`src/hw/rv_pkg.sv`:
```
// shared rv64 types; the union assumes standard little-end field order in a 32-bit word.
`default_nettype none

package rv_pkg;

  localparam int XLEN = 64;

  // opcodes of the supported subset.
  localparam logic [6:0] OP_IMM = 7'b0010011;
  localparam logic [6:0] OP     = 7'b0110011;
  localparam logic [6:0] LUI    = 7'b0110111;
  localparam logic [6:0] AUIPC  = 7'b0010111;
  localparam logic [6:0] JAL    = 7'b1101111;
  localparam logic [6:0] SYSTEM = 7'b1110011;

  typedef struct packed {
    logic [6:0] funct7;
    logic [4:0] rs2;
    logic [4:0] rs1;
    logic [2:0] funct3;
    logic [4:0] rd;
    logic [6:0] opcode;
  } rv_fmt_r_t;

  typedef struct packed {
    logic [11:0] imm_11_0;
    logic [4:0]  rs1;
    logic [2:0]  funct3;
    logic [4:0]  rd;
    logic [6:0]  opcode;
  } rv_fmt_i_t;

  typedef struct packed {
    logic [6:0] imm_11_5;
    logic [4:0] rs2;
    logic [4:0] rs1;
    logic [2:0] funct3;
    logic [4:0] imm_4_0;
    logic [6:0] opcode;
  } rv_fmt_s_t;

  typedef struct packed {
    logic       imm_12;
    logic [5:0] imm_10_5;
    logic [4:0] rs2;
    logic [4:0] rs1;
    logic [2:0] funct3;
    logic [3:0] imm_4_1;
    logic       imm_11;
    logic [6:0] opcode;
  } rv_fmt_b_t;

  typedef struct packed {
    logic [19:0] imm_31_12;
    logic [4:0]  rd;
    logic [6:0]  opcode;
  } rv_fmt_u_t;

  typedef struct packed {
    logic       imm_20;
    logic [9:0] imm_10_1;
    logic       imm_11;
    logic [7:0] imm_19_12;
    logic [4:0] rd;
    logic [6:0] opcode;
  } rv_fmt_j_t;

  // one fetched word, read in any of the six formats.
  typedef union packed {
    rv_fmt_r_t fmt_r;
    rv_fmt_i_t fmt_i;
    rv_fmt_s_t fmt_s;
    rv_fmt_b_t fmt_b;
    rv_fmt_u_t fmt_u;
    rv_fmt_j_t fmt_j;
  } rv_inst_t;

  typedef enum logic [2:0] {
    IMM_I = 3'b000,
    IMM_U = 3'b001,
    IMM_S = 3'b010,
    IMM_B = 3'b011,
    IMM_J = 3'b100
  } rv_imm_sel_e;

  typedef enum logic [3:0] {
    ALU_ADD    = 4'b0000,
    ALU_COPY_B = 4'b0001,
    ALU_HALT   = 4'b1111 // ebreak.
  } rv_alu_op_e;

endpackage

`default_nettype wire

```
`src/hw/rv_dec_if.sv`:
```
// decoded control bundle; all members are combinational levels valid for the whole cycle.
`timescale 1ns/1ps
`default_nettype none

interface rv_dec_if import rv_pkg::*; ();

  logic [XLEN-1:0] imm;
  logic [4:0]      ra;
  logic [4:0]      rb;
  logic [4:0]      rd;
  logic            wen;
  logic            a_src_pc;  // operand a from pc.
  logic            b_src_imm; // operand b from imm.
  rv_alu_op_e      alu_op;
  logic            is_jal;
  logic            is_ebreak;

  modport decoder (
    output imm, ra, rb, rd, wen, a_src_pc, b_src_imm, alu_op, is_jal, is_ebreak
  );

  modport execute (
    input imm, a_src_pc, b_src_imm, alu_op, is_jal
  );

  modport writeback (
    input rd, wen, is_jal, is_ebreak
  );

endinterface

`default_nettype wire

```
`src/hw/rv_exu.sv`:
```
// operand select, add/copy alu and next pc; no branches, only jal redirects.
`timescale 1ns/1ps
`default_nettype none

module rv_exu import rv_pkg::*; (
  input  wire logic [XLEN-1:0] i_pc,
  input  wire logic [XLEN-1:0] i_rdata_a,
  input  wire logic [XLEN-1:0] i_rdata_b,
  rv_dec_if.execute            dec,
  output logic [XLEN-1:0]      o_alu_result,
  output logic [XLEN-1:0]      o_next_pc
);

  logic [XLEN-1:0] op_a;
  logic [XLEN-1:0] op_b;
  logic [XLEN-1:0] sum;

  assign op_a = dec.a_src_pc ? i_pc : i_rdata_a;
  assign op_b = dec.b_src_imm ? dec.imm : i_rdata_b;
  assign sum  = op_a + op_b;

  always_comb begin
    case (dec.alu_op)
      ALU_ADD:    o_alu_result = sum;
      ALU_COPY_B: o_alu_result = op_b; // lui.
      ALU_HALT:   o_alu_result = '0;
      default:    o_alu_result = '0;
    endcase
  end

  // jal target is pc + immJ from the adder.
  assign o_next_pc = dec.is_jal ? sum : i_pc + 64'd4;

endmodule

`default_nettype wire

```
`src/flat_wrapper.sv`:
```
// flat-port wrapper written by rule: the top's interface ports become plain ports
module rv_exu_flat import rv_pkg::*;
  (i_pc, i_rdata_a, i_rdata_b, o_alu_result, o_next_pc, dec_imm, dec_a_src_pc, dec_b_src_imm, dec_alu_op, dec_is_jal);
  rv_dec_if dec_i ();
  input  wire logic [XLEN-1:0] i_pc;
  input  wire logic [XLEN-1:0] i_rdata_a;
  input  wire logic [XLEN-1:0] i_rdata_b;
  output logic [XLEN-1:0] o_alu_result;
  output logic [XLEN-1:0] o_next_pc;
  input wire logic [$bits(dec_i.imm)-1:0] dec_imm;
  input wire logic [$bits(dec_i.a_src_pc)-1:0] dec_a_src_pc;
  input wire logic [$bits(dec_i.b_src_imm)-1:0] dec_b_src_imm;
  input wire logic [$bits(dec_i.alu_op)-1:0] dec_alu_op;
  input wire logic [$bits(dec_i.is_jal)-1:0] dec_is_jal;
  assign dec_i.imm = dec_imm;
  assign dec_i.a_src_pc = dec_a_src_pc;
  assign dec_i.b_src_imm = dec_b_src_imm;
  assign dec_i.alu_op = dec_alu_op;
  assign dec_i.is_jal = dec_is_jal;
  rv_exu u_core (.i_pc(i_pc), .i_rdata_a(i_rdata_a), .i_rdata_b(i_rdata_b), .dec(dec_i), .o_alu_result(o_alu_result), .o_next_pc(o_next_pc));
endmodule
```
`config.mk`:
```
export PLATFORM = sky130hd
export DESIGN_NAME = rv_exu_flat
export DESIGN_NICKNAME = d
export VERILOG_FILES = /design/src/hw/rv_pkg.sv /design/src/hw/rv_dec_if.sv /design/src/hw/rv_exu.sv /design/src/flat_wrapper.sv
export SDC_FILE = /design/constraint.sdc
export NUM_CORES = 1
export LEC_CHECK = 0
export BUFFER_PORTS_ARGS = -buffer_cell sky130_fd_sc_hd__buf_2
export CORE_MARGIN = 8
export CORE_UTILIZATION = 25
export DETAILED_ROUTE_END_ITERATION = 10
export GPL_TIMING_DRIVEN = 0
export MAX_ROUTING_LAYER = met4
export SETUP_SLACK_MARGIN = 0.02
export SYNTH_ARGS = -nofsm -noshare
export SYNTH_HDL_FRONTEND = slang
export SYNTH_SLANG_ARGS = --single-unit
```
`constraint.sdc`:
```
create_clock -name vclk -period 7.05
set_input_delay 1.41 -clock vclk [all_inputs]
set_output_delay 1.41 -clock vclk [all_outputs]
set_load 0.02 [all_outputs]
```
* After elaboration in Yosys (flattened, before gate mapping)
Index checks and enable logic that the tools add are counted.
** Word-level totals
- Bits in registers :: 0
- Input bits :: 263
- Output and inout bits :: 128
- Word-level logic and storage cells :: 8
** Operators by class
- Add/sub/neg operators :: 2
- Eq/ne operators :: 1
- Mux-type cells :: 4
- Reduce and logical (&&, ||, !) cells :: 1
** Operator list (count)
- 2-to-1 mux 64 bit :: 3
- one-hot mux 64 bit (2 select lines) :: 1
- adder 64 x 3 -> 64 bit, second input constant :: 1
- adder 64 bit :: 1
- == test 4 x 1 -> 1 bit, second input constant :: 1
- logical NOT 4 bit :: 1

* Depth between registers and ports, before layout
- Depth in word-level cells :: 3
- Mapped depth :: 15
- Gate-level depth less buffers :: 13

* Worst setup path before layout
OpenSTA, ideal clock, no wires.
- Path type :: in2out
- From :: in dec_b_src_imm
- To :: out o_next_pc[51]
- Arrival :: 4.857 ns
- Required time :: 5.640 ns
- Slack :: 0.783 ns
- Cell stages on the path :: 14
- Buffers on the path :: 3
- Cells stage by stage :: clkbuf_1 -> clkbuf_1 -> mux2_2 -> ha_1 -> buf_2 -> a21oi_1 -> o21ai_0 -> and3_1 -> nand4bb_1 -> a211oi_2 -> o21ai_2 -> a31oi_4 -> nor3_1 -> a311oi_1
** Between the ends
- Longest elaborated chain between the ends :: 3
** Ends and longest elaborated chain
- from (decl) :: line flat_wrapper.sv:12 : input wire logic [$bits(dec_i.b_src_imm)-1:0] dec_b_src_imm;
- 2-to-1 mux 64 bit :: line rv_exu.sv:19 : assign op_b = dec.b_src_imm ? dec.imm : i_rdata_b;
- adder 64 bit :: line rv_exu.sv:20 : assign sum = op_a + op_b;
- 2-to-1 mux 64 bit :: line rv_exu.sv:32 : assign o_next_pc = dec.is_jal ? sum : i_pc + 64'd4;
- to (decl) :: line flat_wrapper.sv:9 : output logic [XLEN-1:0] o_next_pc;
No other way between the ends.

* Final worst setup path
- From :: in dec_a_src_pc
- To :: out o_next_pc[56]
** Between the ends
- Longest elaborated chain between the ends :: 3
** Ends and longest elaborated chain
- from (decl) :: line flat_wrapper.sv:11 : input wire logic [$bits(dec_i.a_src_pc)-1:0] dec_a_src_pc;
- 2-to-1 mux 64 bit :: line rv_exu.sv:18 : assign op_a = dec.a_src_pc ? i_pc : i_rdata_a;
- adder 64 bit :: line rv_exu.sv:20
- 2-to-1 mux 64 bit :: line rv_exu.sv:32
No other way between the ends.

==> summary.md <==
| Metric | Value |
|---|---|
| Status | finished, final reports clean |
| Slowest-stage cell, CP | o31ai_4 |
| PD cells | roughly 120 nW/um2 |
| Post-CTS Hold Buffers | 0 |
| Via Count | just over 10,000 |
| Synth Cell Area | slightly below 8000 um2 |
| Hold Worst Slack | about 3.2 ns |
| Crit. Startpoint | dec_a_src_pc |
| Final WL | ~44 mm |
| MaxCap Viol Count | 0 |
| Port buffer count | roughly 390 |
| CP Cell Sequence | clkbuf_4 -> clkbuf_4 -> mux2_2 -> ha_1 -> inv_1 -> fa_1 -> nand2b_1 -> a21oi_2 -> o21ai_0 -> o211ai_1 -> buf_4 -> a31oi_2 -> o31ai_4 -> a21boi_1 -> o211ai_1 -> mux2i_1 -> buf_2 |
| Final slew viol count | 0 |
| CP Launch Type | primary input |
| Final worst slack | 0.244 ns |
| Critical Path AT | between 5 and 6 ns |
| Final period util | 0.965 |
| Synth warn | 0 |
| Largest net degree at the start of global routing | 11 |
| Total gr overflow | 0 |
| Dpl hpwl | ~37 mm |
| Core Area | ~31,000 um2 |
| Syn-to-layout area delta | 32.4% |
| Vias per cell | roughly 5.4 |
| WL/cell | between 20 and 25 um |
| Layout cells sized above 1 | 0.385 |
| Max transition margin | 0.117 |
| Synth Net Count | around 1,500 |
| Final Critical Period | 6.81 ns |
| Storage element area | 0 um2 |
| First-pass GRT wire length | about 65 mm |
| Syn Area/Cell | a little over 7 um2 |
| Crit path kind | in2out |
| DR iter-0 viols | 763 |
| Pre-CTS setup slack | -1.25 ns |
| Height of the die | a little under 200 um |
| ANT nets after route | 0 |
| Post-synth top cells | a21oi_1, mux2_2, nand2_1, nor2_1, xnor2_1 |
| Worst Hold Launch | i_pc[2] |
| Nets | approximately 1,800 |
| Worst Path Required | about 5.6 ns |
| DR pass1 iterations | 5 |
| Initial core utilization | 0.253 |
| Final Hold Fails | 0 |
| Most common cell in the netlist | a21oi_1 |
| Crit-path max cell delay | just over 0.4 ns |
| GRT Util Overall | 0.226 |
| Setup violators final | 0 |
| Number of global-route vias before repair | 10,500 |
| Seq/Total Area, Yosys | 0 |
| Fmax | 147 MHz |
| Synth area leaders | mux2_2, ha_1, a21oi_1 |
| Initial antenna violation count | 2 |
| Worst hold-check path type | in2out |
| Netlist cell types | 76 |
| Seq Cell Count | 0 |
| # IOs | slightly below 400 |
| Die Width | slightly below 200 um |
| Leading area contributor after synthesis | mux2_2 |
| Kind of end point of the critical path | output pin |
| Die area | about 38,000 um2 |
| Worst-margin pin slew | between 1 and 1.5 ns |
| RSZ-0062 raised after global routing | true |
| Row count | between 60 and 70 |
| Worst vdd ir | ~0.042 mV |
| Crit path max fanout | 10 |
| DRC Markers | 0 |
| Pleak | 4.78 nW |
| Synth top area share | 0.179 |
| Clock buf count | 0 |
| Post-synthesis cell count | about 1,100 |
| RePlAce Congestion | approximately 0.96 |
## critical path, delay by kind of cell
family | cells | cell delay, ns
AOI/OAI and AO/OA | 7 | 1.82
adders and majority gates | 2 | 0.59
buffers and inverters | 5 | 1.05
muxes | 2 | 0.31
and+or+nand+nor | 1 | 0.20
## logic make-up after synthesis
kind of cell               share of synthesized area
muxes                                          0.202
adders and majority gates                      0.103
AOI/OAI and AO/OA                              0.287
and+or+nand+nor                                0.218
xor gates and xnor gates                       0.130
buffers and inverters                         0.0602
## layout make-up
cell class	count	area, um2
antenna	2	5.00
buffer	74	407
fill	3483	20900
inverter	27	101
multi-input combinational	1024	7520
tap	402	503
timing repair buffer	392	1970
## per-stage QoR
step           area [um2]  utilization  std cells  power [W]  TNS [ns]
6_report            10500        0.335       1921    0.00125         0
5_1_grt             10500        0.335       1921    0.00134         0
4_1_cts             10500        0.333       1917    0.00123         0
3_5_place_dp        10400        0.331       1915    0.00121    -61.95
3_3_place_gp        10400        0.331       1915    0.00121    -55.12
2_1_floorplan        7930            -       1125   0.000806         0
## routing by layer
layer / GRT usage / vias up / share of wire
met5: - / - / 0
met4: 0.0365 / 0 / 0.018
met3: 0.0184 / 42 / 0.049
met2: 0.408 / 445 / 0.50
met1: 0.274 / 4892 / 0.43
li1: - / 4989 / -
## what timing repair did
action                     CTS  global route
resized for setup           17            20
gates cloned                 0             0
pin swaps                    1             2
setup buffers                2             2
setup endpoints to repair  100            33
## where the power goes
| part | internal [W] | switching [W] |
|---|---|---|
| combinational | 0.000467 | 0.000781 |
| clock | 0.0000000000381 | 0 |
| sequential | 0 | 0 |
| total | 0.000467 | 0.000781 |
## path summary, 6_finish.rpt
path,to,slack [ns],cells after the start
worst min-delay path,o_next_pc[2],3.20,3
worst max-delay path,o_next_pc[56],0.24,17
## cells in the final DEF (no fill, tap or decap), types with 5 or more instances in the layout
cell type	instances
xnor2_1	66
clkbuf_4	6
xor2_1	52
nor2b_1	5
o2bb2ai_1	55
nor3_1	21
o21ai_0	42
buf_6	7
ha_1	64
mux2i_1	17
nor2_1	97
clkbuf_1	36
buf_2	398
o211ai_1	6
clkbuf_2	9
a31oi_1	10
a221oi_1	6
a21oi_1	133
and4_1	5
or3_1	5
nand3_1	38
a21o_1	24
o21bai_1	13
o21ai_1	5
and3_1	13
nand2_1	107
nor4_1	10
nand4_1	37
inv_1	26
mux2_2	126
buf_4	5
(Power assumes the default switching activity.)
