[src/hw/rv_pkg.sv]
// shared rv64 types; the union assumes standard little-end field order in a 32-bit word.
`default_nettype none

package rv_pkg;

  localparam int XLEN = 64;

  // opcodes of the supported subset.
  localparam logic [6:0] OP_IMM = 7'b0010011;
  localparam logic [6:0] OP     = 7'b0110011;
  localparam logic [6:0] LUI    = 7'b0110111;
  localparam logic [6:0] AUIPC  = 7'b0010111;
  localparam logic [6:0] JAL    = 7'b1101111;
  localparam logic [6:0] SYSTEM = 7'b1110011;

  typedef struct packed {
    logic [6:0] funct7;
    logic [4:0] rs2;
    logic [4:0] rs1;
    logic [2:0] funct3;
    logic [4:0] rd;
    logic [6:0] opcode;
  } rv_fmt_r_t;

  typedef struct packed {
    logic [11:0] imm_11_0;
    logic [4:0]  rs1;
    logic [2:0]  funct3;
    logic [4:0]  rd;
    logic [6:0]  opcode;
  } rv_fmt_i_t;

  typedef struct packed {
    logic [6:0] imm_11_5;
    logic [4:0] rs2;
    logic [4:0] rs1;
    logic [2:0] funct3;
    logic [4:0] imm_4_0;
    logic [6:0] opcode;
  } rv_fmt_s_t;

  typedef struct packed {
    logic       imm_12;
    logic [5:0] imm_10_5;
    logic [4:0] rs2;
    logic [4:0] rs1;
    logic [2:0] funct3;
    logic [3:0] imm_4_1;
    logic       imm_11;
    logic [6:0] opcode;
  } rv_fmt_b_t;

  typedef struct packed {
    logic [19:0] imm_31_12;
    logic [4:0]  rd;
    logic [6:0]  opcode;
  } rv_fmt_u_t;

  typedef struct packed {
    logic       imm_20;
    logic [9:0] imm_10_1;
    logic       imm_11;
    logic [7:0] imm_19_12;
    logic [4:0] rd;
    logic [6:0] opcode;
  } rv_fmt_j_t;

  // one fetched word, read in any of the six formats.
  typedef union packed {
    rv_fmt_r_t fmt_r;
    rv_fmt_i_t fmt_i;
    rv_fmt_s_t fmt_s;
    rv_fmt_b_t fmt_b;
    rv_fmt_u_t fmt_u;
    rv_fmt_j_t fmt_j;
  } rv_inst_t;

  typedef enum logic [2:0] {
    IMM_I = 3'b000,
    IMM_U = 3'b001,
    IMM_S = 3'b010,
    IMM_B = 3'b011,
    IMM_J = 3'b100
  } rv_imm_sel_e;

  typedef enum logic [3:0] {
    ALU_ADD    = 4'b0000,
    ALU_COPY_B = 4'b0001,
    ALU_HALT   = 4'b1111 // ebreak.
  } rv_alu_op_e;

endpackage

`default_nettype wire

[src/hw/rv_dec_if.sv]
// decoded control bundle; all members are combinational levels valid for the whole cycle.
`timescale 1ns/1ps
`default_nettype none

interface rv_dec_if import rv_pkg::*; ();

  logic [XLEN-1:0] imm;
  logic [4:0]      ra;
  logic [4:0]      rb;
  logic [4:0]      rd;
  logic            wen;
  logic            a_src_pc;  // operand a from pc.
  logic            b_src_imm; // operand b from imm.
  rv_alu_op_e      alu_op;
  logic            is_jal;
  logic            is_ebreak;

  modport decoder (
    output imm, ra, rb, rd, wen, a_src_pc, b_src_imm, alu_op, is_jal, is_ebreak
  );

  modport execute (
    input imm, a_src_pc, b_src_imm, alu_op, is_jal
  );

  modport writeback (
    input rd, wen, is_jal, is_ebreak
  );

endinterface

`default_nettype wire

[src/hw/rv_idu.sv]
// decoder for addi, add, lui, auipc, jal and ebreak; any other word decodes as a no-op.
`timescale 1ns/1ps
`default_nettype none

module rv_idu import rv_pkg::*; (
  input  rv_inst_t         i_inst,
  rv_dec_if.decoder        dec
);

  logic [6:0]      opcode;
  logic [2:0]      funct3;
  logic [6:0]      funct7;
  logic [XLEN-1:0] imm_i;
  logic [XLEN-1:0] imm_u;
  logic [XLEN-1:0] imm_s;
  logic [XLEN-1:0] imm_b;
  logic [XLEN-1:0] imm_j;
  logic            inst_addi;
  logic            inst_add;
  logic            inst_lui;
  logic            inst_auipc;
  logic            inst_jal;
  logic            inst_ebreak;
  logic            type_r;
  logic            type_i;
  logic            type_u;
  logic            type_j;
  logic [3:0]      inst_type;
  rv_imm_sel_e     imm_sel;

  assign opcode = i_inst.fmt_r.opcode;
  assign funct3 = i_inst.fmt_r.funct3;
  assign funct7 = i_inst.fmt_r.funct7;

  assign dec.ra = i_inst.fmt_r.rs1;
  assign dec.rb = i_inst.fmt_r.rs2;
  assign dec.rd = i_inst.fmt_r.rd;

  // immediates, all sign-extended from bit 31.
  assign imm_i = {{52{i_inst.fmt_i.imm_11_0[11]}}, i_inst.fmt_i.imm_11_0};
  assign imm_u = {{32{i_inst.fmt_u.imm_31_12[19]}}, i_inst.fmt_u.imm_31_12, 12'b0};
  assign imm_s = {{52{i_inst.fmt_s.imm_11_5[6]}}, i_inst.fmt_s.imm_11_5,
                  i_inst.fmt_s.imm_4_0};
  assign imm_b = {{51{i_inst.fmt_b.imm_12}}, i_inst.fmt_b.imm_12, i_inst.fmt_b.imm_11,
                  i_inst.fmt_b.imm_10_5, i_inst.fmt_b.imm_4_1, 1'b0};
  assign imm_j = {{43{i_inst.fmt_j.imm_20}}, i_inst.fmt_j.imm_20, i_inst.fmt_j.imm_19_12,
                  i_inst.fmt_j.imm_11, i_inst.fmt_j.imm_10_1, 1'b0};

  assign inst_addi   = (opcode == OP_IMM) && (funct3 == 3'b000);
  assign inst_add    = (opcode == OP) && (funct3 == 3'b000) && (funct7 == 7'b0);
  assign inst_lui    = (opcode == LUI);
  assign inst_auipc  = (opcode == AUIPC);
  assign inst_jal    = (opcode == JAL);
  assign inst_ebreak = (opcode == SYSTEM) && (i_inst.fmt_i.imm_11_0 == 12'h001);

  assign type_r = inst_add;
  assign type_i = inst_addi | inst_ebreak;
  assign type_u = inst_lui | inst_auipc;
  assign type_j = inst_jal;

  assign inst_type = {type_r, type_i, type_u, type_j};

  always_comb begin
    case (inst_type)
      4'b0010: imm_sel = IMM_U;
      4'b0001: imm_sel = IMM_J;
      default: imm_sel = IMM_I; // r-type ignores imm.
    endcase
  end

  always_comb begin
    case (imm_sel)
      IMM_I:   dec.imm = imm_i;
      IMM_U:   dec.imm = imm_u;
      IMM_S:   dec.imm = imm_s;
      IMM_B:   dec.imm = imm_b;
      IMM_J:   dec.imm = imm_j;
      default: dec.imm = '0;
    endcase
  end

  // ebreak is i-type but writes nothing.
  assign dec.wen       = |{inst_add, inst_addi, inst_lui, inst_auipc, inst_jal};
  assign dec.a_src_pc  = inst_auipc | inst_jal;
  assign dec.b_src_imm = |{type_i, type_u, type_j};
  assign dec.is_jal    = inst_jal;
  assign dec.is_ebreak = inst_ebreak;

  always_comb begin
    if (inst_ebreak) begin
      dec.alu_op = ALU_HALT;
    end else if (inst_lui) begin
      dec.alu_op = ALU_COPY_B;
    end else begin
      dec.alu_op = ALU_ADD;
    end
  end

endmodule

`default_nettype wire

[src/flat_wrapper.sv]
// flat-port wrapper written by rule: the top's interface ports become plain ports
module rv_idu_flat import rv_pkg::*;
  (i_inst, dec_imm, dec_ra, dec_rb, dec_rd, dec_wen, dec_a_src_pc, dec_b_src_imm, dec_alu_op, dec_is_jal, dec_is_ebreak);
  rv_dec_if dec_i ();
  input  rv_inst_t i_inst;
  output wire logic [$bits(dec_i.imm)-1:0] dec_imm;
  output wire logic [$bits(dec_i.ra)-1:0] dec_ra;
  output wire logic [$bits(dec_i.rb)-1:0] dec_rb;
  output wire logic [$bits(dec_i.rd)-1:0] dec_rd;
  output wire logic [$bits(dec_i.wen)-1:0] dec_wen;
  output wire logic [$bits(dec_i.a_src_pc)-1:0] dec_a_src_pc;
  output wire logic [$bits(dec_i.b_src_imm)-1:0] dec_b_src_imm;
  output wire logic [$bits(dec_i.alu_op)-1:0] dec_alu_op;
  output wire logic [$bits(dec_i.is_jal)-1:0] dec_is_jal;
  output wire logic [$bits(dec_i.is_ebreak)-1:0] dec_is_ebreak;
  assign dec_imm = dec_i.imm;
  assign dec_ra = dec_i.ra;
  assign dec_rb = dec_i.rb;
  assign dec_rd = dec_i.rd;
  assign dec_wen = dec_i.wen;
  assign dec_a_src_pc = dec_i.a_src_pc;
  assign dec_b_src_imm = dec_i.b_src_imm;
  assign dec_alu_op = dec_i.alu_op;
  assign dec_is_jal = dec_i.is_jal;
  assign dec_is_ebreak = dec_i.is_ebreak;
  rv_idu u_core (.i_inst(i_inst), .dec(dec_i));
endmodule
[config.mk]
export PLATFORM = sky130hd
export DESIGN_NAME = rv_idu_flat
export DESIGN_NICKNAME = d
export VERILOG_FILES = /design/src/hw/rv_pkg.sv /design/src/hw/rv_dec_if.sv /design/src/hw/rv_idu.sv /design/src/flat_wrapper.sv
export SDC_FILE = /design/constraint.sdc
export NUM_CORES = 1
export LEC_CHECK = 0
export BUFFER_PORTS_ARGS = -buffer_cell sky130_fd_sc_hd__buf_2
export CORE_MARGIN = 10
export CORE_UTILIZATION = 35
export DETAILED_ROUTE_END_ITERATION = 8
export MAX_ROUTING_LAYER = met4
export PLACE_DENSITY = 0.94
export SETUP_SLACK_MARGIN = 0.05
export SLEW_MARGIN = 25
export SYNTH_ARGS = -nofsm -noshare
export SYNTH_HDL_FRONTEND = slang
export SYNTH_SLANG_ARGS = --single-unit
[constraint.sdc]
create_clock -name vclk -period 1.88
set_input_delay 0.094 -clock vclk [all_inputs]
set_output_delay 0.094 -clock vclk [all_outputs]
set_load 0.1 [all_outputs]
# After elaboration in Yosys (flattened, before gate mapping)
# Index checks and enable logic that the tools add are counted.
# classes
n_reduce_logical	9
eq_ne	13
n_mux	4
bitwise_logic	3
# op_table
op	count
$pmux 64 s5	1
$eq 7x5->1 const B	2
$eq 7x6->1 const B	2
$eq 7x7->1 const B	2
$eq 12x1->1 const B	1
$logic_not 7->1	1
$eq 3x2->1 const B	2
$logic_not 3->1	2
$pmux 3 s2	1
$reduce_or 5->1	1
$eq 4x1->1 const B	1
$eq 4x2->1 const B	1
$logic_and 1x1->1	4
$mux 4	1
$eq 3x1->1 const B	1
$eq 3x3->1 const B	1
$or 1x1->1	3
$reduce_or 3->1	1
$mux 1	1
# word_totals
wordCells	29
reg_bits	0
inputBits	32

# Depth between registers and ports, before layout
# logic_depth
word_depth	7
mapped_depth	5
depth_no_buf	4

# Least setup slack after synthesis
# No wires, ideal clock.
# synth_timing
kind	input-to-output
from	input port i_inst[4] (netlist name)
to	output port dec_imm[11]
slack_ps	-717
stages	3
arrival_time_ps	2503
n_path_buf	0
path_cell_list	nand4b_1 nor2_1 a21o_1
# synth_via
elab_cells_between_ends	21
cone_classes	eq/ne: 12; mux: 2; bitwise: 2; reduce/logical: 5
# synth_lines
item	line	rtl
from (decl)	flat_wrapper.sv:5	input rv_inst_t i_inst;
$eq 7x7->1 *	rv_idu.sv:53	assign inst_jal = (opcode == JAL);
via dec_is_jal	flat_wrapper.sv:14	output wire logic [$bits(dec_i.is_jal)-1:0] dec_is_jal;
$eq 4x1->1 or $eq 4x2->1 (tied branches)	rv_idu.sv:64	case (inst_type)
$pmux 3 s2 *	rv_idu.sv:64	
$eq 3x3->1 (tied with other cells)	rv_idu.sv:72	case (imm_sel)
$pmux 64 s5 *	rv_idu.sv:72	
to (decl)	flat_wrapper.sv:6	output wire logic [$bits(dec_i.imm)-1:0] dec_imm;
# The timed path passes the listed nets; every way through them passes the cells marked *.

# Worst setup path in the final report
# layout_timing
from	input port i_inst[6] (netlist name)
to	output port dec_imm[18]
# layout_via
elab_chain_cells	7
elab_cells_between_ends	21
cone_classes	eq/ne: 12; mux: 2; bitwise: 2; reduce/logical: 5
# layout_lines
item	line	rtl
$eq 7x5->1 (tied with other cells)	rv_idu.sv:49	assign inst_addi = (opcode == OP_IMM) && (funct3 == 3'b000);
$logic_and 1x1->1 (on tied branches)	rv_idu.sv:49, rv_idu.sv:50, rv_idu.sv:54	
$or 1x1->1 or $logic_and 1x1->1 (tied branches)	rv_idu.sv:57, rv_idu.sv:50	
$eq 4x1->1 or $eq 4x2->1 (tied branches)	rv_idu.sv:64	
$pmux 3 s2 *	rv_idu.sv:64	
$eq 3x3->1 (tied with other cells)	rv_idu.sv:72	
$pmux 64 s5 *	rv_idu.sv:72	
# Mark *: on every way between the ends. The rest lies on a longest branch, timed or not.

==> reports/qor.yml <==
run_status:
  status: "finished, final reports clean"
critical_path:
  max_stage_delay_ns: 0.43
  cpMostUsedCell: "buf_2"
  crit_slowest_cell: "or3b_4"
  cp.buffers_inverters: 2
  cp_max_fo: 12
  crit_path_end_kind: "output pin"
  worstPathCellList: "buf_2 > or3b_4 > a21oi_4 > nor2b_2 > a21o_1 > buf_2"
  crit_arrival_ns: 1.62
  cpLargestDelayFamily: "simple AND/OR/NAND/NOR gates"
  critPathLaunchType: "input pin"
  crit_required_ns: 1.79
  crit_type: "input pin to output pin"
global_routing:
  track_usage_pct: 14.33
  antenna_found_initial: 0
  grt_pass1_wl_microns: 5754
  grt_pass1_vias: 1099
  grt_max_degree: 36
  gr-total-overflow: 0
die:
  fp-row-count: 17
  start_util_pct: 37.49
  coreArea_sq_mm: 0.002276
  dieArea_sq_mm: 0.004813
  die_x_microns: 69.38
  fp.dieH_microns: 69.38
  ioPinCount: 120
timing:
  worst_slew_pin_slew_ns: 0.5122
  finalCritPeriodShare_pct: 91.37
  max_slew_margin_pct: 66.09
  rsz0062_at_grt: "no"
  setup_violations: 0
  fmaxAchievable_mhz: 582.2
  setup_tns_ns: 0
  drv_slew: 0
  worst_slack_ns: 0.1622
  hold_viol_final: 0
  min_period_ns: 1.718
power_and_ir_drop:
  powerDensity_mw_per_mm2: 677.3
  vdd.ir_drop.worst_v: 0.0004540
  p_leak_nw: 0.8155
finish:
  seq_cells: 0
  drive_gt1_share_pct: 80.23
  fin_nets: 206
  area_growth_pct: 60.26
  clockBufferCount: 0
  antenna_cells: 0
  seq_area_sq_um: 0
  final.fill_count: 183
  multi_input_area_sq_um: 459.2
worst_hold_path:
  hp-class: "input pin to output pin"
  worstHoldPathCells: 0
  hp-start: "i_inst[7]"
  worst_hold_path.endpoint: "dec_rd[0]"
synthesis:
  synthTopCellsByArea: "buf_4 46%, a21o_1 18%, nor2b_1 8.1%"
  yosysSeqAreaShare_pct: 0
  synth_top_area_share_pct: 45.75
  syn_nets: 146
  syn_area_sq_um: 853.3
  synthCells: 114
  synth_common_cells: "52 x buf_4, 21 x a21o_1, 11 x nor2b_1"
  yosysMostFrequentCell: "buf_4"
  synth_cell_type_count: 22
  yosysWarnings: 0
  synth_top_area_cell: "buf_4"
  synth_area_per_cell_sq_um: 7.485
detailed_routing:
  drc: 0
  viasPerCell: 4.975
  avgRoutedWirePerCell_microns: 19.07
  vias: 995
  first_pass_iters: 4
  drt_iter0_markers: 7
  ant_nets: 0
  wl_microns: 3814
run:
  cap_violations: 0
placement:
  dp_hpwl_microns: 3495
  post-place-ws_ns: 0.1660
  port_buffers: 110
  gp_congestion: 0.8082
clocking:
  cts_setup_buffers: 0
  cts_resized: 0
  hold_buffers: 0
-- layer usage --
layer	global-route usage (%)	vias to the layer above	wire length, microns
met1	13.06	435	1256
met3	11.27	14	843
li1	-	446	-
met5	-	-	0
met2	22.58	100	1586
met4	4.435	0	127
-- per-stage QoR --
stage	hold slack (ns)	instance area [sq um]	utilization [%]	instances	total power, W
floorplan	0.3995	895.9	-	114	0.0008525
global placement	0.1887	1368	60.09	200	0.0009214
detailed placement	0.1887	1368	60.09	200	0.0009303
CTS	0.1887	1368	60.09	200	0.0009311
global route	0.1881	1368	60.09	200	0.0009508
finish	0.1880	1368	60.09	200	0.0009263
-- worst max-delay path by stage --
stage	from	to	slack [ns]	cells past startpoint
finish	i_inst[6]	dec_imm[18]	0.16	6
global route	i_inst[6]	dec_imm[17]	0.1	6
CTS	i_inst[6]	dec_imm[11]	0.16	6
detailed placement	i_inst[6]	dec_imm[11]	0.17	6
global placement	i_inst[6]	dec_imm[13]	0.19	6
floorplan	i_inst[21]	dec_b_src_imm	-0.48	3
-- cells by family (layout without fill, tap and decap cells) --
| group | after synthesis | in the layout | share of synthesized area, % |
|---|---|---|---|
| AO/OA/AOI/OAI | 25 | 25 | 23.17 |
| buffers and inverters | 58 | 116 | 51.03 |
| AND/OR/NAND/NOR | 31 | 31 | 25.81 |
-- final cells by class --
| cell class | count | share of cell area (%) |
|---|---|---|
| multi-input combinational | 56 | 33.58 |
| tap | 28 | 2.562 |
| inverter | 2 | 0.5489 |
| timing repair buffer | 114 | 63.31 |
-- placed cells by master (no fill, tap or decap), types with 2 or more instances in the layout --
cell type	n
or3b_4	2
inv_1	2
a21o_1	20
nor4_1	2
buf_2	91
nor2_1	3
buf_4	4
buf_12	19
nor2b_2	13
nand3_1	3
nand2_1	2
-- power by group --
group	switching (W)	total, W	internal (W)
Clock	0	0	0
Sequential	0	0	0
Combinational	0.000767	0.000926	0.000160
Power figures use the tool's default switching activity.
