[config.mk]
export PLATFORM = sky130hd
export DESIGN_NAME = rv_wbu_flat
export DESIGN_NICKNAME = d
export VERILOG_FILES = /design/src/hw/rv_pkg.sv /design/src/hw/rv_dec_if.sv /design/src/hw/rv_wbu.sv /design/src/flat_wrapper.sv
export SDC_FILE = /design/constraint.sdc
export NUM_CORES = 1
export LEC_CHECK = 0
export BUFFER_PORTS_ARGS = -buffer_cell sky130_fd_sc_hd__buf_2
export CAP_MARGIN = 20
export CORE_AREA = 4 4 131 133
export DETAILED_ROUTE_END_ITERATION = 12
export DIE_AREA = 0 0 135 137
export PLACE_DENSITY = 0.59
export SYNTH_ARGS = -nofsm -noshare
export SYNTH_HDL_FRONTEND = slang
export SYNTH_SLANG_ARGS = --single-unit
[constraint.sdc]
create_clock -name i_clk -period 3.34 [get_ports i_clk]
set_input_delay 0.167 -clock i_clk [delete_from_list [all_inputs] [get_ports i_clk]]
set_output_delay 0.167 -clock i_clk [all_outputs]
set_load 0.01 [all_outputs]
[src/hw/rv_pkg.sv]
// shared rv64 types; the union assumes standard little-end field order in a 32-bit word.
`default_nettype none

package rv_pkg;

  localparam int XLEN = 64;

  // opcodes of the supported subset.
  localparam logic [6:0] OP_IMM = 7'b0010011;
  localparam logic [6:0] OP     = 7'b0110011;
  localparam logic [6:0] LUI    = 7'b0110111;
  localparam logic [6:0] AUIPC  = 7'b0010111;
  localparam logic [6:0] JAL    = 7'b1101111;
  localparam logic [6:0] SYSTEM = 7'b1110011;

  typedef struct packed {
    logic [6:0] funct7;
    logic [4:0] rs2;
    logic [4:0] rs1;
    logic [2:0] funct3;
    logic [4:0] rd;
    logic [6:0] opcode;
  } rv_fmt_r_t;

  typedef struct packed {
    logic [11:0] imm_11_0;
    logic [4:0]  rs1;
    logic [2:0]  funct3;
    logic [4:0]  rd;
    logic [6:0]  opcode;
  } rv_fmt_i_t;

  typedef struct packed {
    logic [6:0] imm_11_5;
    logic [4:0] rs2;
    logic [4:0] rs1;
    logic [2:0] funct3;
    logic [4:0] imm_4_0;
    logic [6:0] opcode;
  } rv_fmt_s_t;

  typedef struct packed {
    logic       imm_12;
    logic [5:0] imm_10_5;
    logic [4:0] rs2;
    logic [4:0] rs1;
    logic [2:0] funct3;
    logic [3:0] imm_4_1;
    logic       imm_11;
    logic [6:0] opcode;
  } rv_fmt_b_t;

  typedef struct packed {
    logic [19:0] imm_31_12;
    logic [4:0]  rd;
    logic [6:0]  opcode;
  } rv_fmt_u_t;

  typedef struct packed {
    logic       imm_20;
    logic [9:0] imm_10_1;
    logic       imm_11;
    logic [7:0] imm_19_12;
    logic [4:0] rd;
    logic [6:0] opcode;
  } rv_fmt_j_t;

  // one fetched word, read in any of the six formats.
  typedef union packed {
    rv_fmt_r_t fmt_r;
    rv_fmt_i_t fmt_i;
    rv_fmt_s_t fmt_s;
    rv_fmt_b_t fmt_b;
    rv_fmt_u_t fmt_u;
    rv_fmt_j_t fmt_j;
  } rv_inst_t;

  typedef enum logic [2:0] {
    IMM_I = 3'b000,
    IMM_U = 3'b001,
    IMM_S = 3'b010,
    IMM_B = 3'b011,
    IMM_J = 3'b100
  } rv_imm_sel_e;

  typedef enum logic [3:0] {
    ALU_ADD    = 4'b0000,
    ALU_COPY_B = 4'b0001,
    ALU_HALT   = 4'b1111 // ebreak.
  } rv_alu_op_e;

endpackage

`default_nettype wire

[src/hw/rv_dec_if.sv]
// decoded control bundle; all members are combinational levels valid for the whole cycle.
`timescale 1ns/1ps
`default_nettype none

interface rv_dec_if import rv_pkg::*; ();

  logic [XLEN-1:0] imm;
  logic [4:0]      ra;
  logic [4:0]      rb;
  logic [4:0]      rd;
  logic            wen;
  logic            a_src_pc;  // operand a from pc.
  logic            b_src_imm; // operand b from imm.
  rv_alu_op_e      alu_op;
  logic            is_jal;
  logic            is_ebreak;

  modport decoder (
    output imm, ra, rb, rd, wen, a_src_pc, b_src_imm, alu_op, is_jal, is_ebreak
  );

  modport execute (
    input imm, a_src_pc, b_src_imm, alu_op, is_jal
  );

  modport writeback (
    input rd, wen, is_jal, is_ebreak
  );

endinterface

`default_nettype wire

[src/hw/rv_wbu.sv]
// writeback and commit report; nothing commits while reset is held nor after ebreak.
`timescale 1ns/1ps
`default_nettype none

module rv_wbu import rv_pkg::*; (
  input  wire logic            i_clk,
  input  wire logic            i_reset,
  input  wire logic [XLEN-1:0] i_pc,
  input  rv_inst_t             i_inst,
  input  wire logic [XLEN-1:0] i_alu_result,
  rv_dec_if.writeback          dec,
  output logic                 o_rf_we,
  output logic [4:0]           o_rf_wa,
  output logic [XLEN-1:0]      o_rf_wdata,
  output logic                 o_stall,
  output logic                 o_commit_valid,
  output logic [31:0]          o_commit_inst,
  output logic [4:0]           o_commit_rd,
  output logic                 o_commit_wen,
  output logic [XLEN-1:0]      o_commit_wdata,
  output logic                 o_halt
);

  logic            halt_q;
  logic            commit;
  logic [XLEN-1:0] wdata;

  always_ff @(posedge i_clk) begin
    if (i_reset) begin
      halt_q <= 1'b0;
    end else if (commit && dec.is_ebreak) begin
      halt_q <= 1'b1;
    end
  end

  assign commit = ~i_reset & ~halt_q;
  assign wdata  = dec.is_jal ? i_pc + 64'd4 : i_alu_result; // link address for jal.

  assign o_rf_we    = commit & dec.wen;
  assign o_rf_wa    = dec.rd;
  assign o_rf_wdata = wdata;
  assign o_stall    = halt_q;

  assign o_commit_valid = commit;
  assign o_commit_inst  = i_inst;
  assign o_commit_rd    = dec.rd;
  assign o_commit_wen   = dec.wen;
  assign o_commit_wdata = wdata;
  assign o_halt         = halt_q;

endmodule

`default_nettype wire

[src/flat_wrapper.sv]
// flat-port wrapper written by rule: the top's interface ports become plain ports
module rv_wbu_flat import rv_pkg::*;
  (i_clk, i_reset, i_pc, i_inst, i_alu_result, o_rf_we, o_rf_wa, o_rf_wdata, o_stall, o_commit_valid, o_commit_inst, o_commit_rd, o_commit_wen, o_commit_wdata, o_halt, dec_rd, dec_wen, dec_is_jal, dec_is_ebreak);
  rv_dec_if dec_i ();
  input  wire logic i_clk;
  input  wire logic i_reset;
  input  wire logic [XLEN-1:0] i_pc;
  input  rv_inst_t i_inst;
  input  wire logic [XLEN-1:0] i_alu_result;
  output logic o_rf_we;
  output logic [4:0] o_rf_wa;
  output logic [XLEN-1:0] o_rf_wdata;
  output logic o_stall;
  output logic o_commit_valid;
  output logic [31:0] o_commit_inst;
  output logic [4:0] o_commit_rd;
  output logic o_commit_wen;
  output logic [XLEN-1:0] o_commit_wdata;
  output logic o_halt;
  input wire logic [$bits(dec_i.rd)-1:0] dec_rd;
  input wire logic [$bits(dec_i.wen)-1:0] dec_wen;
  input wire logic [$bits(dec_i.is_jal)-1:0] dec_is_jal;
  input wire logic [$bits(dec_i.is_ebreak)-1:0] dec_is_ebreak;
  assign dec_i.rd = dec_rd;
  assign dec_i.wen = dec_wen;
  assign dec_i.is_jal = dec_is_jal;
  assign dec_i.is_ebreak = dec_is_ebreak;
  rv_wbu u_core (.i_clk(i_clk), .i_reset(i_reset), .i_pc(i_pc), .i_inst(i_inst), .i_alu_result(i_alu_result), .dec(dec_i), .o_rf_we(o_rf_we), .o_rf_wa(o_rf_wa), .o_rf_wdata(o_rf_wdata), .o_stall(o_stall), .o_commit_valid(o_commit_valid), .o_commit_inst(o_commit_inst), .o_commit_rd(o_commit_rd), .o_commit_wen(o_commit_wen), .o_commit_wdata(o_commit_wdata), .o_halt(o_halt));
endmodule
# After elaboration in Yosys (flattened, before gate mapping)
# Index checks and enable logic that the tools add are counted.
# word_totals
reg_bits,1
input_bits,170
out_inout_bits,175
elab_cells,8
# op_classes
n_addsub,1
muxes,1
bitwise_logic,4
n_reduce_logical,1
# op_table
operator,count
adder 64 x 3 -> 64 bit (second input constant),1
two-way mux 64 bit,1
bitwise AND 1 bit,2
NOT 1 bit,2
logical AND 1 bit,1

# Logic depth before layout (Yosys ltp)
# Gate-level depths: netlist of run 1.
# logic_depth
depth_word,3
ltp_mapped,8
mapped_depth_nobuf,6

# Least setup slack after synthesis of run 1
# Ideal clock, no wire load.
# synth_timing
path_kind,in2out
from,input port i_pc[7]
to,output port o_rf_wdata[59]
arrival_time_ns,1.877
required_time_ns,3.173
setup_slack_ns,1.296
cell_stages,7
path_buffers,2
cell_sequence,nand3_2 -> nor4_1 -> buf_2 -> nand4_1 -> or3_1 -> a31oi_1 -> buf_4
# synth_via
elab_chain_cells,2
# synth_rtl
element,line,rtl
from (decl),flat_wrapper.sv:7,input wire logic [XLEN-1:0] i_pc;
adder 64 x 3 -> 64 bit,rv_wbu.sv:37,assign wdata = dec.is_jal ? i_pc + 64'd4 : i_alu_result;
two-way mux 64 bit,rv_wbu.sv:37,
to (decl),flat_wrapper.sv:12,output logic [XLEN-1:0] o_rf_wdata;
# No other way between the ends.

# Worst setup path in the final report of run 1
# layout_timing
from,input port i_pc[2]
to,output port o_rf_wdata[50]
# Same word-level chain as after synthesis.

==> qor.csv, run 1 <==
stage;metric;value;unit
run_status;status;completed;
floorplanning;die area;0.0185;mm²
yosys;largest family of logic cells by synthesized area;simple AND/OR/NAND/NOR gates;
yosys;Synth Area in Simple Gates;41.4;%
place;GP Congestion;0.790;
power;pwr dens;129;mW/mm²
global_route;gr usage total;13.8;%
timing;Sum Neg Setup Slack;0;ps
clock_tree;Post-CTS Setup Inserts;0;
worst_setup_path;CP dominant cell by count;buf_2;
yosys;Synth Area in Compound Gates;13.4;%
worst_setup_path;slowest stage cell, crit path;nor3_1;
layout;diode count;0;
timing;Fin Hold WS;334;ps
floorplanning;floorplan core area;0.0158;mm²
drt;Final ANT Viol Nets;0;
timing;worst setup margin;870;ps
global_route;Remaining Overflow, GRT;0;
yosys;post-synthesis instance total;492;
clock_tree;worst skew pair latency;0;ps
worst_setup_path;Crit Path Max Fanout;9;
global_route;largest net degree at the start of global routing;60;
timing;Slew HR;34.7;%
yosys;ys flop type;dfxtp_1;
timing;RSZ-0062 raised after global routing;no;
layout;NumNets Final;810;
layout;sequential cell area;20.0;µm²
yosys;synth warn;0;
yosys;XOR/XNOR Fraction of Synth Area;9.83;%
drt;Vias/cell;4.60;
drt;drt pass-1 iters;4;
timing;Fin. Hold Viols;0;
yosys;mux cell area share after synthesis;4.95;%
timing;Final setup viols;0;
hold_path;Hold WC Path Type;in -> out;
timing;count of pins over their slew limit;0;
drt;vias;3928;
worst_setup_path;crit start category;input pin;
global_route;first-pass GRT wire length;20300;µm
timing;final worst-path cycle share;73.9;%
timing;worst slew pin tran;973;ps
layout;FILL cells;1790;
floorplanning;Die Ht;137;µm
drt;# DRC;0;
yosys;sequential area share after synthesis;0.624;%
global_route;initial antenna violation count;2;
place;Placement Setup Slack;787;ps
yosys;Mapped Nets;663;
place;IO Port Bufs;265;
global_route;number of global-route vias before repair;3664;
worst_setup_path;Worst EP required;3170;ps
floorplanning;Die W;135;µm
floorplanning;Initial Utilization;20.3;%
drt;DR WL/cell;16.5;µm
place;post-detail-place hpwl;12400;µm
yosys;post-synth cell types;51;
drt;initial DRC count;169;
clock_tree;post-cts sizing count;0;
floorplanning;# IOs;345;
yosys;Post-synth ARST share;0;%
power;Leak;0.00182;µW
clock_tree;Hold-fix buffers, CTS;0;
worst_setup_path;Setup CP Type;in -> out;
yosys;adder-cell share of the synthesized area;0.390;%
worst_setup_path;CP arrival;2300;ps
job;number of max-cap violations;0;
worst_setup_path;CP endpoint kind;primary output;
timing;f_max;0.405;GHz
yosys;Post-Syn Area per Cell;6.52;µm²
worst_setup_path;CP peak stage delay;600;ps
layout;area delta synth->final;23.2;%
layout;multi-input logic area;0.00225;mm²
worst_setup_path;cell breakdown of the critical path;buf_2 -> ha_1 -> inv_1 -> nor3_1 -> nand4_4 -> or4_1 -> nand3_1 -> buf_2;
layout;ratio of cells with drive above 1 in the final layout;47.4;%
layout;max reg flops;1;
timing;Worst Skew;0;ps
yosys;Seq cells post-synth;1;
yosys;Post-synth EDFFs;0;
yosys;mapped cell area;0.00321;mm²
power;Worst VDD drop;0.0857;mV
floorplanning;Rows;46;
timing;min cycle time layout;2470;ps
drt;total wire length;14100;µm
final cells by class:
type	count	share of cell area, %
multi-input cells	356	57.0
inverters	8	0.759
repair buffers	272	34.9
flip-flops and latches	1	0.506
well taps	216	6.84
per-layer routing:
metal,vias to the layer above,part of all wire [%],track usage (%)
met2,192,49,25.3
li1,1952,-,-
met4,4,1.6,1.90
met5,-,0.19,0
met1,1743,40,17.3
met3,37,8.8,2.50
path summary, 6_finish.rpt:
path | endpoint | depth (start not counted) | startpoint | slack (ps)
max | o_rf_wdata[50] | 8 | i_pc[2] | 870
min | o_commit_inst[17] | 0 | i_inst[17] | 330
min reg2reg | u_core.o_halt$_SDFFE_PP0P_ | 2 | u_core.o_halt$_SDFFE_PP0P_ | 530
max reg2reg | u_core.o_halt$_SDFFE_PP0P_ | 2 | u_core.o_halt$_SDFFE_PP0P_ | 2750
logic make-up after synthesis:
kind of cell	after synthesis
buffers and inverters	135
flip-flops	1
AND/OR/NAND/NOR	234
adder cells (fa/ha/maj)	1
AO/OA/AOI/OAI	70
multiplexers	15
XOR/XNOR	36
synth_stat cells (all sizes together) (7+ instances only):
cell / instances / share of area (%)
o21ai: 7 / 1.1
mux2: 7 / 2.5
nand3: 23 / 3.9
xnor2: 15 / 4.1
buf: 114 / 26
nor2: 63 / 7.4
xor2: 21 / 5.7
nand4: 35 / 8.4
a21oi: 39 / 6.1
nor3: 15 / 2.7
clkbuf: 13 / 2.1
nor4: 15 / 4.3
or3: 9 / 1.8
a211o: 7 / 1.9
mux2i: 8 / 2.5
inv: 8 / 0.94
nand2: 39 / 4.6
per-stage QoR:
stage / std cells / area, µm² / util [%] / power [µW]
after detailed placement: 853 / 3950 / 25.0 / 514
after global placement: 853 / 3950 / 25.0 / 514
final: 853 / 3950 / 25.0 / 510
after CTS: 853 / 3950 / 25.0 / 517
after floorplan: 492 / 3210 / - / 385
after global routing: 853 / 3950 / 25.0 / 563
layout by cell type (no fill, tap or decap), types with 3 or more instances in the layout:
master,n
nor3_1,13
a31oi_1,6
and3_1,4
nand2_1,39
nand3b_1,6
a21oi_1,39
nor2_1,63
nor4_2,3
mux2_2,7
nand4_4,3
buf_2,264
inv_1,8
a221o_1,3
and4_1,3
nand4_1,31
buf_4,8
or4_1,4
and2_1,5
nor4_1,10
mux2i_1,8
xnor2_1,15
xor2_1,21
or3_1,7
nand3_1,21
a211o_1,7
nand4b_1,4
o21ai_0,7
report_power, final:
group	internal [µW]	leakage, µW	switching (µW)
Clock	0	0	0
Combinational	211	0.00181	285
Sequential	13.1	0.00000839	0.994
critical path, delay by kind of cell:
family                     cells  cell delay (ps)
adders and majority gates      1              230
and+or+nand+nor                4             1560
buffers and inverters          3              330
Power figures use the tool's default switching activity.
==> inputs of run 2 (changes only) <==
--- a/config.mk
+++ b/config.mk
@@ -7,9 +7,9 @@
 export LEC_CHECK = 0
 export BUFFER_PORTS_ARGS = -buffer_cell sky130_fd_sc_hd__buf_2
 export CAP_MARGIN = 20
-export CORE_AREA = 4 4 131 133
+export CORE_AREA = 4 4 132 134
 export DETAILED_ROUTE_END_ITERATION = 12
-export DIE_AREA = 0 0 135 137
+export DIE_AREA = 0 0 136 138
 export PLACE_DENSITY = 0.59
 export SYNTH_ARGS = -nofsm -noshare
 export SYNTH_HDL_FRONTEND = slang
==> constraint.sdc (replaced) <==
create_clock -name i_clk -period 2.55 [get_ports i_clk]
set_input_delay 0.1275 -clock i_clk [delete_from_list [all_inputs] [get_ports i_clk]]
set_output_delay 0.1275 -clock i_clk [all_outputs]
set_load 0.01 [all_outputs]
==> run 2 against run 1 <==
Clock skew stayed put. Routed wire length is 0.48% higher. Flip-flop and latch count stayed put. Die area is 1.5% higher. Total power is 33% higher. Critical path type unchanged. Largest power group unchanged. Highest routed layer is now met4.
==> qor.csv, run 2 (synthesis results as in run 1) <==
stage;metric;value;unit;change
run_status;status;completed;;
place;Placed Area;0.00403;mm²;+2.0%
global_route;global routing usage on met1;17.1;%;-0.25 points
layout;max reg flops;1;;unchanged
place;placed insts;865;;+1.4%
drt;Vias/cell;4.60;;about the same
layout;NumNets Final;818;;+0.99%
power;sw frac;56.3;%;+0.15 points
layout;Final Non-Filler Cells;865;;+1.4%
worst_setup_path;CP endpoint kind;primary output;;
drt;total wire length;14100;µm;+0.48%
place;GP Congestion;0.823;;+4.3%
floorplanning;Rows;47;;+2.2%
layout;Final Core Density;24.7;%;-0.23 points
clock_tree;worst skew pair latency;0;ps;unchanged
global_route;largest net degree at the start of global routing;115;;+92%
worst_setup_path;Critical R2R Launch;u_core.o_halt$_SDFFE_PP0P_;;
power;pwr dens;168;mW/mm²;+30%
worst_setup_path;Setup CP Type;in -> out;;
power;Leak;0.00187;µW;+2.4%
hold_path;min-delay src;i_inst[17];;
global_route;number of global-route vias before repair;3793;;+3.5%
timing;RSZ-0062 raised after global routing;no;;
drt;# DRC;0;;unchanged
worst_setup_path;crit start category;input pin;;
layout;diode count;0;;unchanged
worst_setup_path;reg-to-reg slack, setup;1990;ps;-760 ps
floorplanning;Die Ht;138;µm;+0.73%
drt;Final ANT Viol Nets;0;;unchanged
global_route;initial antenna violation count;0;;-2
drt;vias;3982;;+1.4%
layout;area delta synth->final;25.7;%;
layout;commonest non-fill, non-tap cell in the layout;buf_2;;
worst_setup_path;Worst Setup SP;i_pc[40];;
power;cell-internal power;296;µW;+32%
timing;count of pins over their slew limit;0;;unchanged
floorplanning;Die W;136;µm;+0.74%
power;NetSw;381;µW;+33%
timing;Slew HR;60.5;%;+26 points
place;post-detail-place hpwl;12300;µm;-0.45%
global_route;grt met2 use;25.2;%;-0.051 points
power;Seq pwr share;2.7;%;about the same
drt;drt pass-1 iters;4;;unchanged
layout;design area;0.00403;mm²;+2.0%
power;clock power share;0;%;unchanged
clock_tree;Hold-fix buffers, CTS;0;;unchanged
power;Comb pwr share;97.3;%;about the same
clock_tree;post-cts sizing count;0;;unchanged
hold_path;Hold WC Path Type;in -> out;;
timing;Worst Skew;0;ps;unchanged
place;IO Port Bufs;265;;unchanged
clock_tree;Post-CTS Setup Inserts;0;;unchanged
layout;commonest non-fill, non-tap cells in the layout;buf_2, nor2_1, nand2_1, a21oi_1, nand4_1;;
global_route;Remaining Overflow, GRT;0;;unchanged
timing;Sum Neg Setup Slack;0;ps;unchanged
timing;Fin. Hold Viols;0;;unchanged
drt;initial DRC count;192;;+14%
floorplanning;die area;0.0188;mm²;+1.5%
worst_setup_path;Worst EP required;2420;ps;-750 ps
global_route;first-pass GRT wire length;20900;µm;+3.0%
power;total power;678;µW;+33%
timing;Final setup viols;0;;unchanged
power;Worst VDD drop;0.168;mV;+96%
timing;final worst-path cycle share;87.2;%;
timing;min cycle time layout;2220;ps;
drt;DR WL/cell;16.3;µm;-0.91%
job;number of max-cap violations;0;;unchanged
worst_setup_path;Crit Path Max Fanout;9;;unchanged
floorplanning;floorplan core area;0.0163;mm²;+2.9%
global_route;most used routing layer;met2;;
timing;f_max;0.450;GHz;
global_route;gr usage total;13.8;%;-0.071 points
worst_setup_path;CP arrival;2100;ps;-200 ps
floorplanning;# IOs;345;;unchanged
layout;ratio of cells with drive above 1 in the final layout;48.1;%;+0.65 points
global_route;routing usage on met3;1.85;%;-0.65 points
floorplanning;Initial Utilization;19.7;%;-0.57 points
timing;worst slew pin tran;587;ps;-386 ps
[run 2: power by group through the flow]
stage / combinational, µW / clock, µW / sequential [µW]
after global routing: 728 / 0 / 18.1
after floorplan: 485 / 0 / 18.6
after detailed placement: 665 / 0 / 18.1
final: 660 / 0 / 18.0
after CTS: 669 / 0 / 18.0
after global placement: 665 / 0 / 18.0
[run 2: final timing paths]
kind	endpoint	cells after the start
setup / recovery	o_rf_wdata[50]	7
hold / removal	o_commit_inst[17]	0
setup reg to reg	u_core.o_halt$_SDFFE_PP0P_	2
hold reg to reg	u_core.o_halt$_SDFFE_PP0P_	2
[run 2: routing by layer]
| layer | part of all wire [%] | wire length, µm |
|---|---|---|
| met1 | 40 | 5700 |
| met2 | 49 | 6910 |
| met4 | 2.0 | 281 |
| met3 | 8.8 | 1250 |
| met5 | 0 | 0 |
[run 2: stage by stage]
| step | hold slack [ps] | setup WS, ps |
|---|---|---|
| 2_1_floorplan | 200 | 585 |
| 3_3_place_gp | 255 | 319 |
| 3_5_place_dp | 255 | 312 |
| 4_1_cts | 255 | 296 |
| 5_1_grt | 255 | 68.5 |
| 6_report | 255 | 326 |
[run 2: final cells by class]
| class | count | area [µm²] |
|---|---|---|
| fill | 1852 | 12300 |
| tap | 220 | 275 |
| multi-input combinational | 356 | 2250 |
| inverter | 8 | 30.0 |
| sequential | 1 | 20.0 |
| timing repair buffer | 280 | 1450 |
[run 2: critical path, cell delays in order]
cell,delay (ps)
buf_2,140
nand3_1,180
nor4b_1,540
nand4_4,290
or4_1,540
nand3_1,120
buf_2,150
==> inputs of run 3 (changes only) <==
--- a/config.mk
+++ b/config.mk
@@ -11,6 +11,7 @@
 export DETAILED_ROUTE_END_ITERATION = 12
 export DIE_AREA = 0 0 136 138
 export PLACE_DENSITY = 0.59
+export RECOVER_POWER = 100
 export SYNTH_ARGS = -nofsm -noshare
 export SYNTH_HDL_FRONTEND = slang
 export SYNTH_SLANG_ARGS = --single-unit
==> run 3 against run 2 <==
Total power down 5.5%. Combinational power down 5.8%. Critical path type unchanged. Flip-flop and latch count unchanged. Global-route usage unchanged. Routed wire length up 0.35%. Worst setup slack worse by 130 ps. Sequential power about the same. Sequential share of layout area about the same. Maximum frequency down 5.4%. Register-to-register slack about the same.
==> qor.csv, run 3 (synthesis results as in run 1) <==
stage;metric;value;unit;change
place;placed insts;865;;unchanged
floorplanning;Rows;47;;unchanged
worst_setup_path;cell breakdown of the critical path;clkbuf_1 -> nand4_4 -> nor4_2 -> nand4_4 -> or4_1 -> nand3_1 -> buf_2;;
timing;min cycle time layout;2350;ps;+128 ps
layout;Final Non-Filler Cells;865;;unchanged
global_route;first-pass GRT wire length;20900;µm;unchanged
global_route;number of global-route vias before repair;3793;;unchanged
floorplanning;Die Ht;138;µm;unchanged
floorplanning;Initial Utilization;19.7;%;unchanged
hold_path;Hold WC Path Type;in -> out;;
timing;Worst Skew;0;ps;unchanged
drt;vias;3976;;-0.15%
worst_setup_path;slowest stage cell, crit path;nor4_2;;
drt;Final ANT Viol Nets;0;;unchanged
place;post-detail-place hpwl;12300;µm;unchanged
worst_setup_path;CP peak stage delay;540;ps;about the same
worst_setup_path;CP dominant cell by count;nand4_4;;
power;Worst VDD drop;0.166;mV;-1.2%
floorplanning;die area;0.0188;mm²;unchanged
worst_setup_path;WP buf/inv;2;;unchanged
floorplanning;# IOs;345;;unchanged
worst_setup_path;Setup CP Type;in -> out;;
layout;FILL cells;1940;;+4.8%
global_route;largest net degree at the start of global routing;115;;unchanged
worst_setup_path;top cell family by delay on the critical path;simple AND/OR/NAND/NOR gates;;
timing;count of pins over their slew limit;0;;unchanged
clock_tree;post-cts sizing count;0;;unchanged
global_route;initial antenna violation count;0;;unchanged
timing;Final setup viols;0;;unchanged
run_status;status;completed;;
power;pwr dens;167;mW/mm²;-0.75%
floorplanning;Die W;136;µm;unchanged
power;Leak;0.00154;µW;-18%
timing;f_max;0.425;GHz;-5.4%
timing;final worst-path cycle share;92.2;%;+5.0 points
timing;Fin Hold WS;255;ps;unchanged
timing;Fin. Hold Viols;0;;unchanged
worst_setup_path;Crit Path Max Fanout;9;;unchanged
floorplanning;floorplan core area;0.0163;mm²;unchanged
worst_setup_path;CP arrival;2220;ps;+120 ps
layout;diode count;0;;unchanged
power;total power;640;µW;-5.5%
clock_tree;Post-CTS Setup Inserts;0;;unchanged
drt;total wire length;14200;µm;+0.35%
global_route;gr usage total;13.8;%;unchanged
drt;DR WL/cell;16.4;µm;+0.35%
drt;initial DRC count;153;;-20%
layout;area delta synth->final;19.7;%;
place;GP Congestion;0.823;;unchanged
timing;Sum Neg Setup Slack;0;ps;unchanged
global_route;Remaining Overflow, GRT;0;;unchanged
timing;RSZ-0062 raised after global routing;no;;
place;IO Port Bufs;265;;unchanged
clock_tree;worst skew pair latency;0;ps;unchanged
drt;# DRC;0;;unchanged
layout;NumNets Final;818;;unchanged
worst_setup_path;CP endpoint kind;primary output;;
timing;Slew HR;22.3;%;-38 points
layout;ratio of cells with drive above 1 in the final layout;30.1;%;-18 points
drt;drt pass-1 iters;4;;unchanged
worst_setup_path;Worst EP required;2420;ps;about the same
job;number of max-cap violations;0;;unchanged
drt;Vias/cell;4.60;;-0.15%
layout;max reg flops;1;;unchanged
timing;worst slew pin tran;1170;ps;+579 ps
clock_tree;Hold-fix buffers, CTS;0;;unchanged
layout;commonest non-fill, non-tap cells in the layout;buf_2, clkbuf_1, nor2_1;;
worst_setup_path;crit start category;input pin;;
layout;commonest non-fill, non-tap cell in the layout;buf_2;;
layout;Final Core Density;23.6;%;-1.2 points
## run 3: changes by cell type in the layout (fill, tap and decap cells not counted), sizes merged
| cell | previous run | this run |
|---|---|---|
| buf | 280 | 169 |
| clkbuf | 0 | 111 |
## run 3: layout make-up
class                   instances  area (µm²)  area share [%]
flip-flops and latches          1        20.0           0.522
well taps                     220         275            7.17
repair buffers                280        1300            33.8
inverters                       8        30.0           0.782
multi-input cells             356        2220            57.7
## run 3: per-layer routing
| layer | routed length, µm | GRT usage, % | vias up | part of all wire, % |
|---|---|---|---|---|
| met5 | 0 | 0 | - | 0 |
| met4 | 285 | 2.55 | 0 | 2.0 |
| met3 | 1180 | 1.85 | 24 | 8.3 |
| met2 | 6920 | 25.2 | 199 | 49 |
| met1 | 5810 | 17.1 | 1779 | 41 |
| li1 | - | - | 1974 | - |
## run 3: report_power, final
group | switching, µW | leakage, µW | total [µW] | internal (µW)
Combinational | 383 | 0.00153 | 622 | 240
Sequential | 0.942 | 0.00000839 | 18.1 | 17.1
Clock | 0 | 0 | 0 | 0
## run 3: worst register-to-register path: stages, from the launching register on
cell and delay (ps):
dfxtp_1 310, nor2_1 100, nor2_1 40
## run 3: worst paths after layout
kind                               from                         end  slack, ps  cells past startpoint
min                          i_inst[11]           o_commit_inst[11]        260                      0
min reg2reg  u_core.o_halt$_SDFFE_PP0P_  u_core.o_halt$_SDFFE_PP0P_        500                      2
max reg2reg  u_core.o_halt$_SDFFE_PP0P_  u_core.o_halt$_SDFFE_PP0P_       1990                      2
max                            i_pc[19]              o_rf_wdata[50]        200                      7
## run 3: per-stage QoR
step	area, µm²	setup WS [ps]
final	3840	199
after global routing	3840	36.4
after CTS	4030	296
after detailed placement	4030	312
after global placement	4030	319
after floorplan	3210	585
